<file path="src/gnn_pkg.sv">
package gnn_pkg;

  ////////////////////
  // Widths
  ////////////////////

  localparam int VEC_LEN = 4;
  localparam int FEAT_W  = 8;
  localparam int ACC_W   = 19;  // Dot product plus shifted neighbour sum.
  localparam int OUT_W   = 16;
  localparam int CNT_W   = 32;
  localparam int FLAG_W  = 8;
  localparam int IDX_W   = $clog2(VEC_LEN);

  // Fixed edge weight of 4.
  localparam int NBR_SHIFT = 2;
  localparam int OUT_MAX   = (1 << OUT_W) - 1;

  typedef logic signed [FEAT_W-1:0]  feat_t;
  typedef logic [VEC_LEN*FEAT_W-1:0] vec_t;
  typedef logic [VEC_LEN-1:0]        mask_t;
  typedef logic signed [ACC_W-1:0]   acc_t;
  typedef logic [OUT_W-1:0]          out_t;
  typedef logic [CNT_W-1:0]          cnt_t;
  typedef logic [FLAG_W-1:0]         flags_t;
  typedef logic [IDX_W-1:0]          idx_t;

  ////////////////////
  // Debug flag bits
  ////////////////////

  localparam int FLG_SELF_VLD = 0;
  localparam int FLG_SELF_RDY = 1;
  localparam int FLG_NBR_VLD  = 2;
  localparam int FLG_NBR_RDY  = 3;
  localparam int FLG_COMB_VLD = 4;
  localparam int FLG_COMB_RDY = 5;
  localparam int FLG_SAT      = 6;

  ////////////////////
  // State machines
  ////////////////////

  typedef enum logic [1:0] {CTRL_IDLE, CTRL_BUSY, CTRL_ACK} ctrl_state_t;

  typedef enum logic [1:0] {MAC_IDLE, MAC_RUN, MAC_DONE} mac_state_t;

endpackage

</file>
<file path="src/job_ctrl.sv">
module job_ctrl (
  input  logic           clk,
  input  logic           rst_n,
  input  logic           req_i,
  input  gnn_pkg::vec_t  feat_i,
  input  gnn_pkg::vec_t  nbr_i,
  input  gnn_pkg::mask_t mask_i,
  input  logic           comb_vld_i,
  input  gnn_pkg::out_t  comb_result_i,
  input  logic           comb_sat_i,
  output logic           ack_o,
  output gnn_pkg::out_t  result_o,
  output logic           sat_o,
  output logic           start_o,
  output gnn_pkg::vec_t  feat_o,
  output gnn_pkg::vec_t  nbr_o,
  output gnn_pkg::mask_t mask_o,
  output logic           comb_rdy_o
);

  import gnn_pkg::*;

  ctrl_state_t state_q;
  logic        take_job;
  logic        take_res;

  assign take_job   = (state_q == CTRL_IDLE) && req_i;
  assign take_res   = comb_vld_i && comb_rdy_o;
  assign comb_rdy_o = (state_q == CTRL_BUSY);  // No new result while ack held.
  assign ack_o      = (state_q == CTRL_ACK);

  ////////////////////
  // Handshake FSM
  ////////////////////

  always_ff @(posedge clk or negedge rst_n) begin
    if (!rst_n) begin
      state_q <= CTRL_IDLE;
      start_o <= 1'b0;
    end else begin
      start_o <= take_job;  // One pulse per job.
      case (state_q)
        CTRL_IDLE: begin
          if (take_job) begin
            state_q <= CTRL_BUSY;
          end
        end
        CTRL_BUSY: begin
          if (take_res) begin
            state_q <= CTRL_ACK;
          end
        end
        CTRL_ACK: begin
          if (!req_i) begin
            state_q <= CTRL_IDLE;  // Ack drops next cycle.
          end
        end
        default: begin
          state_q <= CTRL_IDLE;
        end
      endcase
    end
  end

  ////////////////////
  // Operand and result latches
  ////////////////////

  always_ff @(posedge clk) begin
    if (take_job) begin
      feat_o <= feat_i;
      nbr_o  <= nbr_i;
      mask_o <= mask_i;
    end
    if (take_res) begin
      result_o <= comb_result_i;
      sat_o    <= comb_sat_i;
    end
  end

endmodule

</file>
<file path="src/self_transform.sv">
module self_transform (
  input  logic          clk,
  input  logic          rst_n,
  input  logic          start_i,
  input  gnn_pkg::vec_t feat_i,
  input  gnn_pkg::vec_t weight_i,
  input  logic          rdy_i,
  output logic          vld_o,
  output gnn_pkg::acc_t term_o
);

  import gnn_pkg::*;

  mac_state_t                 state_q;
  idx_t                       idx_q;
  idx_t                       sel;
  feat_t                      f_elem;
  feat_t                      w_elem;
  logic signed [2*FEAT_W-1:0] prod;
  acc_t                       acc_q;
  logic                       first;

  // Element 0 is taken on the start cycle itself.
  assign first  = (state_q == MAC_IDLE) && start_i;
  assign sel    = (state_q == MAC_RUN) ? idx_q : '0;
  assign f_elem = feat_i[sel*FEAT_W +: FEAT_W];
  assign w_elem = weight_i[sel*FEAT_W +: FEAT_W];
  assign prod   = f_elem * w_elem;  // Signed 8x8.

  assign vld_o  = (state_q == MAC_DONE);
  assign term_o = acc_q;

  always_ff @(posedge clk or negedge rst_n) begin
    if (!rst_n) begin
      state_q <= MAC_IDLE;
      idx_q   <= '0;
    end else begin
      case (state_q)
        MAC_IDLE: begin
          if (first) begin
            idx_q   <= idx_t'(1);
            state_q <= MAC_RUN;
          end
        end
        MAC_RUN: begin
          idx_q <= idx_q + 1'b1;
          if (idx_q == idx_t'(VEC_LEN - 1)) begin
            state_q <= MAC_DONE;  // Last product this cycle.
          end
        end
        MAC_DONE: begin
          if (rdy_i) begin
            state_q <= MAC_IDLE;
          end
        end
        default: begin
          state_q <= MAC_IDLE;
        end
      endcase
    end
  end

  always_ff @(posedge clk) begin
    if (first) begin
      acc_q <= acc_t'(prod);
    end else if (state_q == MAC_RUN) begin
      acc_q <= acc_q + acc_t'(prod);
    end
  end

endmodule

</file>
<file path="src/neighbor_gather.sv">
module neighbor_gather (
  input  logic           clk,
  input  logic           rst_n,
  input  logic           start_i,
  input  gnn_pkg::vec_t  nbr_i,
  input  gnn_pkg::mask_t mask_i,
  input  logic           rdy_i,
  output logic           vld_o,
  output gnn_pkg::acc_t  term_o
);

  import gnn_pkg::*;

  mac_state_t state_q;
  mask_t      work_q;
  mask_t      src;
  mask_t      work_nxt;
  idx_t       pick;
  feat_t      n_elem;
  acc_t       sum_q;
  acc_t       base;
  acc_t       sum_nxt;
  acc_t       term_q;
  logic       step;
  logic       last;

  assign step = ((state_q == MAC_IDLE) && start_i) || (state_q == MAC_RUN);

  ////////////////////
  // Lowest set bit
  ////////////////////

  always_comb begin
    src  = (state_q == MAC_RUN) ? work_q : mask_i;  // Mask straight in on start.
    base = (state_q == MAC_RUN) ? sum_q : '0;
    pick = '0;
    for (int i = VEC_LEN - 1; i >= 0; i--) begin
      if (src[i]) begin
        pick = idx_t'(i);
      end
    end
    work_nxt = src & (src - 1'b1);  // Clear that bit.
    n_elem   = nbr_i[pick*FEAT_W +: FEAT_W];
    sum_nxt  = (src != '0) ? base + acc_t'(n_elem) : base;
  end

  assign last   = (work_nxt == '0);
  assign vld_o  = (state_q == MAC_DONE);
  assign term_o = term_q;

  always_ff @(posedge clk or negedge rst_n) begin
    if (!rst_n) begin
      state_q <= MAC_IDLE;
    end else begin
      case (state_q)
        MAC_IDLE: begin
          if (start_i) begin
            state_q <= last ? MAC_DONE : MAC_RUN;
          end
        end
        MAC_RUN: begin
          if (last) begin
            state_q <= MAC_DONE;
          end
        end
        MAC_DONE: begin
          if (rdy_i) begin
            state_q <= MAC_IDLE;
          end
        end
        default: begin
          state_q <= MAC_IDLE;
        end
      endcase
    end
  end

  always_ff @(posedge clk) begin
    if (step) begin
      work_q <= work_nxt;
      sum_q  <= sum_nxt;
      if (last) begin
        term_q <= sum_nxt <<< NBR_SHIFT;  // Edge weight.
      end
    end
  end

endmodule

</file>
<file path="src/node_combine.sv">
module node_combine (
  input  logic          clk,
  input  logic          rst_n,
  input  logic          self_vld_i,
  input  gnn_pkg::acc_t self_term_i,
  input  logic          nbr_vld_i,
  input  gnn_pkg::acc_t nbr_term_i,
  input  logic          rdy_i,
  output logic          self_rdy_o,
  output logic          nbr_rdy_o,
  output logic          vld_o,
  output gnn_pkg::out_t result_o,
  output logic          sat_o
);

  import gnn_pkg::*;

  acc_t self_q;
  acc_t nbr_q;
  acc_t self_nxt;
  acc_t nbr_nxt;
  acc_t sum;
  out_t res_nxt;
  logic sat_nxt;
  logic self_held_q;
  logic nbr_held_q;
  logic both;

  // Each term is acknowledged on its own.
  assign self_rdy_o = self_vld_i && !self_held_q;
  assign nbr_rdy_o  = nbr_vld_i && !nbr_held_q;

  assign self_nxt = self_rdy_o ? self_term_i : self_q;
  assign nbr_nxt  = nbr_rdy_o ? nbr_term_i : nbr_q;
  assign both     = (self_held_q || self_rdy_o) && (nbr_held_q || nbr_rdy_o) && !vld_o;
  assign sum      = self_nxt + nbr_nxt;

  ////////////////////
  // ReLU and clamp
  ////////////////////

  always_comb begin
    res_nxt = out_t'(sum);
    sat_nxt = 1'b0;
    if (sum < 0) begin
      res_nxt = '0;
    end else if (sum > OUT_MAX) begin
      res_nxt = out_t'(OUT_MAX);
      sat_nxt = 1'b1;
    end
  end

  always_ff @(posedge clk or negedge rst_n) begin
    if (!rst_n) begin
      self_held_q <= 1'b0;
      nbr_held_q  <= 1'b0;
      vld_o       <= 1'b0;
    end else if (both) begin
      self_held_q <= 1'b0;
      nbr_held_q  <= 1'b0;
      vld_o       <= 1'b1;
    end else begin
      if (self_rdy_o) begin
        self_held_q <= 1'b1;
      end
      if (nbr_rdy_o) begin
        nbr_held_q <= 1'b1;
      end
      if (vld_o && rdy_i) begin
        vld_o <= 1'b0;
      end
    end
  end

  always_ff @(posedge clk) begin
    self_q <= self_nxt;
    nbr_q  <= nbr_nxt;
    if (both) begin
      result_o <= res_nxt;
      sat_o    <= sat_nxt;
    end
  end

endmodule

</file>
<file path="src/hs_debugger.sv">
module hs_debugger (
  input  logic            clk,
  input  logic            rst_n,
  input  logic            self_vld_i,
  input  logic            self_rdy_i,
  input  logic            nbr_vld_i,
  input  logic            nbr_rdy_i,
  input  logic            comb_vld_i,
  input  logic            comb_rdy_i,
  input  logic            sat_i,
  output gnn_pkg::flags_t debug_flags_o,
  output gnn_pkg::cnt_t   debug_jobs_o
);

  import gnn_pkg::*;

  flags_t live;
  flags_t seen;
  flags_t seen_q;
  cnt_t   jobs;
  cnt_t   jobs_q;
  logic   xfer;

  ////////////////////
  // Sticky flags
  ////////////////////

  always_comb begin
    live               = '0;  // Bit 7 stays clear.
    live[FLG_SELF_VLD] = self_vld_i;
    live[FLG_SELF_RDY] = self_rdy_i;
    live[FLG_NBR_VLD]  = nbr_vld_i;
    live[FLG_NBR_RDY]  = nbr_rdy_i;
    live[FLG_COMB_VLD] = comb_vld_i;
    live[FLG_COMB_RDY] = comb_rdy_i;
    live[FLG_SAT]      = sat_i && comb_vld_i;  // Only a presented result.
  end

  assign seen = seen_q | live;

  always_ff @(posedge clk or negedge rst_n) begin
    if (!rst_n) begin
      seen_q <= '0;
    end else begin
      seen_q <= seen;
    end
  end

  ////////////////////
  // Job counter
  ////////////////////

  assign xfer = comb_vld_i && comb_rdy_i;
  assign jobs = xfer ? jobs_q + 1'b1 : jobs_q;

  always_ff @(posedge clk or negedge rst_n) begin
    if (!rst_n) begin
      jobs_q <= '0;
    end else begin
      jobs_q <= jobs;
    end
  end

  assign debug_flags_o = seen_q;
  assign debug_jobs_o  = jobs_q;

endmodule

</file>
<file path="src/gnn_node_top.sv">
module gnn_node_top (
  input  logic            clk,
  input  logic            rst_n,
  input  logic            req_i,
  input  gnn_pkg::vec_t   feat_i,
  input  gnn_pkg::vec_t   nbr_i,
  input  gnn_pkg::mask_t  mask_i,
  input  gnn_pkg::vec_t   weight_i,
  output logic            ack_o,
  output gnn_pkg::out_t   result_o,
  output logic            sat_o,
  output gnn_pkg::flags_t debug_flags_o,
  output gnn_pkg::cnt_t   debug_jobs_o
);

  import gnn_pkg::*;

  logic  start;
  vec_t  feat;
  vec_t  nbr;
  mask_t mask;
  logic  self_vld;
  logic  self_rdy;
  acc_t  self_term;
  logic  nbr_vld;
  logic  nbr_rdy;
  acc_t  nbr_term;
  logic  comb_vld;
  logic  comb_rdy;
  out_t  comb_result;
  logic  comb_sat;

  job_ctrl u_job_ctrl (
    .clk           (clk),
    .rst_n         (rst_n),
    .req_i         (req_i),
    .feat_i        (feat_i),
    .nbr_i         (nbr_i),
    .mask_i        (mask_i),
    .comb_vld_i    (comb_vld),
    .comb_result_i (comb_result),
    .comb_sat_i    (comb_sat),
    .ack_o         (ack_o),
    .result_o      (result_o),
    .sat_o         (sat_o),
    .start_o       (start),
    .feat_o        (feat),
    .nbr_o         (nbr),
    .mask_o        (mask),
    .comb_rdy_o    (comb_rdy)
  );

  // Both terms run side by side.
  self_transform u_self_transform (
    .clk      (clk),
    .rst_n    (rst_n),
    .start_i  (start),
    .feat_i   (feat),
    .weight_i (weight_i),
    .rdy_i    (self_rdy),
    .vld_o    (self_vld),
    .term_o   (self_term)
  );

  neighbor_gather u_neighbor_gather (
    .clk     (clk),
    .rst_n   (rst_n),
    .start_i (start),
    .nbr_i   (nbr),
    .mask_i  (mask),
    .rdy_i   (nbr_rdy),
    .vld_o   (nbr_vld),
    .term_o  (nbr_term)
  );

  node_combine u_node_combine (
    .clk         (clk),
    .rst_n       (rst_n),
    .self_vld_i  (self_vld),
    .self_term_i (self_term),
    .nbr_vld_i   (nbr_vld),
    .nbr_term_i  (nbr_term),
    .rdy_i       (comb_rdy),
    .self_rdy_o  (self_rdy),
    .nbr_rdy_o   (nbr_rdy),
    .vld_o       (comb_vld),
    .result_o    (comb_result),
    .sat_o       (comb_sat)
  );

  hs_debugger u_hs_debugger (
    .clk           (clk),
    .rst_n         (rst_n),
    .self_vld_i    (self_vld),
    .self_rdy_i    (self_rdy),
    .nbr_vld_i     (nbr_vld),
    .nbr_rdy_i     (nbr_rdy),
    .comb_vld_i    (comb_vld),
    .comb_rdy_i    (comb_rdy),
    .sat_i         (comb_sat),
    .debug_flags_o (debug_flags_o),
    .debug_jobs_o  (debug_jobs_o)
  );

endmodule

</file>
<file path="config.mk">
export PLATFORM = sky130hd
export DESIGN_NAME = gnn_node_top
export DESIGN_NICKNAME = d
export VERILOG_FILES = /design/src/gnn_pkg.sv /design/src/job_ctrl.sv /design/src/self_transform.sv /design/src/neighbor_gather.sv /design/src/node_combine.sv /design/src/hs_debugger.sv /design/src/gnn_node_top.sv
export SDC_FILE = /design/constraint.sdc
export NUM_CORES = 1
export LEC_CHECK = 0
export ABC_AREA = 1
export BUFFER_PORTS_ARGS = -buffer_cell sky130_fd_sc_hd__buf_2
export CORE_MARGIN = 3
export CORE_UTILIZATION = 55
export DETAILED_ROUTE_END_ITERATION = 16
export GPL_ROUTABILITY_DRIVEN = 0
export PLACE_DENSITY_LB_ADDON = 0.15
export SLEW_MARGIN = 15
export SYNTH_ARGS = -nofsm -noshare
export SYNTH_HDL_FRONTEND = slang
export SYNTH_HIERARCHICAL = 1
export SYNTH_SLANG_ARGS = --single-unit
</file>
<file path="constraint.sdc">
create_clock -name clk -period 8.5 [get_ports clk]
set_clock_uncertainty 0.05 [all_clocks]
set_input_delay 1.275 -clock clk [delete_from_list [all_inputs] [get_ports clk]]
set_output_delay 1.275 -clock clk [all_outputs]
set_load 0.02 [all_outputs]
</file>
==> metrics.cfg <==
[status]
status=finished clean

[timing]
setup_viol=0
layout_setup_ws_ns=1.05
slew_viol_final=0
final-hold-violation-count=0
maxSlewHeadroom_pct=37.5
period_share_pct=87.7
tns_ns=0
tightest_slew_ns=0.936
fin_crit_ns=7.45
max_freq_mhz=134
rsz0062_at_grt=false

[logic_synthesis]
synth_cell_types=55
synth_warnings=6
synthFlopType=edfxtp_1
yosysSeqAreaShare_pct=42.9
synth_commonest_cells=nand2_1, inv_1, nor2_1
synth_edf_count=158
synth_area_leaders=edfxtp_1, nand2_1, dfrtp_1
yosysTopAreaCell=edfxtp_1
synthesis.area_um2=15800
ys_ff_latch=247
synth_top_cell_area_share_pct=30.0
synthCells=1823
synth_area_per_cell_um2=8.67
ys_async_sr_fraction_pct=20.6
synth.most_common_cell=nand2_1

[critical_path]
cp-start-kind=register
cpMostUsedCell=nand2_1
r2r_cells=33
required_ns=8.75
endpoint_kind=register
worstSetupPathType=reg2reg
arrival_ns=7.71
crit_path_max_incr_delay_ns=0.74
slowest_stage=dfrtp_1
cp_max_fo=34

[clock_network]
clkLatencyLatePin_ns=0.55
postCtsSetupBuffers=0
htreeDepth=1
clock_tree.root_cell=clkbuf_16
numCtsBuffers=27
cts.path.max_buffers=3
cts.repair.resized=0
clkSlewWorstSetupHoldPaths_ns=0.06
cts.sinks=247
tritoncts=done
holdBufCountCts=0

[min_path]
hold_depth=0
hold_path.class=reg2reg

[floorplan]
die_w_um=175
start_util_pct=56.4
die-height_um=175
io_pins=161
fp.coreArea_um2=28000
rows=61
die_area_um2=30800

[global_routing]
first_global_vias=12000
grt.overflow.total=0
grt_usage_pct=22.2
grt_pass1_wl_um=56800
antenna_found_initial=1
grt_max_degree=70

[route]
drt_iter0_markers=820
routed_wl_um=33900
met3RoutedLength_um=2090
first_pass_iters=5
routedWlPerCell_um=14.2
detailroute.via_count=12300
top_layer=met5
drcViolationCount=0
ant_nets=0
vias_per_cell=5.15
wl_met2_um=15100
wl_met1_um=15400

[place]
placed_area_um2=16900
port_buffers=159
place_inst=2335
dp_hpwl_um=26500
place_worst_setup_slack_ns=1.10

[layout]
final_cells=2385
final_area_um2=17700
regArea_um2=6780
fillCellCount=2412
diodes=0
drive_gt1_share_pct=15.9
area_growth_pct=12.1
multiInputGateArea_um2=7760
nNetsFinal=2231

[job]
drv_cap=0

-- worst max-delay path: cells and delay by family, from the launching register on --
| family | cells | cell delay, ns |
|---|---|---|
| AOI/OAI and AO/OA | 3 | 0.49 |
| adders and majority gates | 6 | 2.79 |
| buffers and inverters | 7 | 0.82 |
| DFF | 1 | 0.74 |
| and+or+nand+nor | 17 | 2.30 |
-- through the flow --
stage | hold WS, ns | utilization (%)
detailed placement | 0.355 | 60.3
floorplan | 0.350 | -
global placement | 0.353 | 60.3
CTS | 0.368 | 63.2
finish | 0.366 | 63.2
global route | 0.371 | 63.2
-- final cells by class --
| cell class | count | share of cell area, % |
|---|---|---|
| Clock buffer | 37 | 4.14 |
| Timing Repair Buffer | 165 | 4.75 |
| Tap cell | 378 | 2.67 |
| Multi-Input combinational cell | 1271 | 43.9 |
| Sequential cell | 247 | 38.3 |
| Clock inverter | 13 | 0.452 |
| Inverter | 274 | 5.83 |
-- worst paths after layout --
kind / from / end / slack [ns]
worst max-delay path: u_self_transform/idx_q[0]$_DFFE_PN0P_ / u_self_transform/term_o[18]$_DFFE_PP_ / 1.05
worst min-delay path: u_node_combine/result_o[14]$_SDFFCE_PN0P_ / u_job_ctrl/result_o[14]$_DFFE_PP_ / 0.37
worst max register to register: u_self_transform/idx_q[0]$_DFFE_PN0P_ / u_self_transform/term_o[18]$_DFFE_PP_ / 1.05
worst min register to register: u_node_combine/result_o[14]$_SDFFCE_PN0P_ / u_job_ctrl/result_o[14]$_DFFE_PP_ / 0.37
max in group asynchronous: rst_n / u_self_transform/idx_q[0]$_DFFE_PN0P_ / 7.11
min in group asynchronous: rst_n / u_hs_debugger/debug_jobs_o[28]$_DFFE_PN0P_ / 0.81
-- kinds of logic (layout without fill, tap and decap cells) --
logic type / Yosys count / in the layout / share of synthesized area [%]
AOI/OAI and AO/OA: 188 / 188 / 7.22
xor gates and xnor gates: 52 / 52 / 2.88
adders and majority gates: 142 / 142 / 14.0
buffers and inverters: 306 / 489 / 7.96
DFF: 247 / 247 / 42.9
other: 2 / 3 / 0.0475
and+or+nand+nor: 886 / 886 / 25.0
-- flip-flops by register name (all words and copies together), names as in the netlist, 16 cells and up --
register                    count
u_node_combine/self_q          19
u_job_ctrl/feat_o              32
u_job_ctrl/nbr_o               32
u_job_ctrl/result_o            16
u_neighbor_gather/term_o       17
u_neighbor_gather/sum_q        17
u_node_combine/result_o        16
u_node_combine/nbr_q           19
u_hs_debugger/debug_jobs_o     32
u_self_transform/term_o        19
-- layer usage --
metal  global-route usage, %  vias to the layer above
met1                    30.7                     5576
met2                    36.0                      429
met4                    8.28                        2
met3                    2.96                       86
li1                        -                     6195
met5                       0                        -
-- layout by cell type (no fill, tap or decap), types with 13 or more instances in the layout --
master	instances
xnor2_1	24
dfrtp_1	51
dfxtp_1	38
clkbuf_16	27
inv_2	13
nand2_2	30
inv_1	258
nor2_1	193
nand4_1	20
ha_1	84
or2_2	20
a21oi_1	63
fa_1	58
nand2_1	466
buf_2	159
edfxtp_1	158
nand3_1	85
xor2_1	28
o21ai_0	58
Power is not shown: default switching activity piles up to over one toggle a cycle in this logic, so the estimate is an artifact.
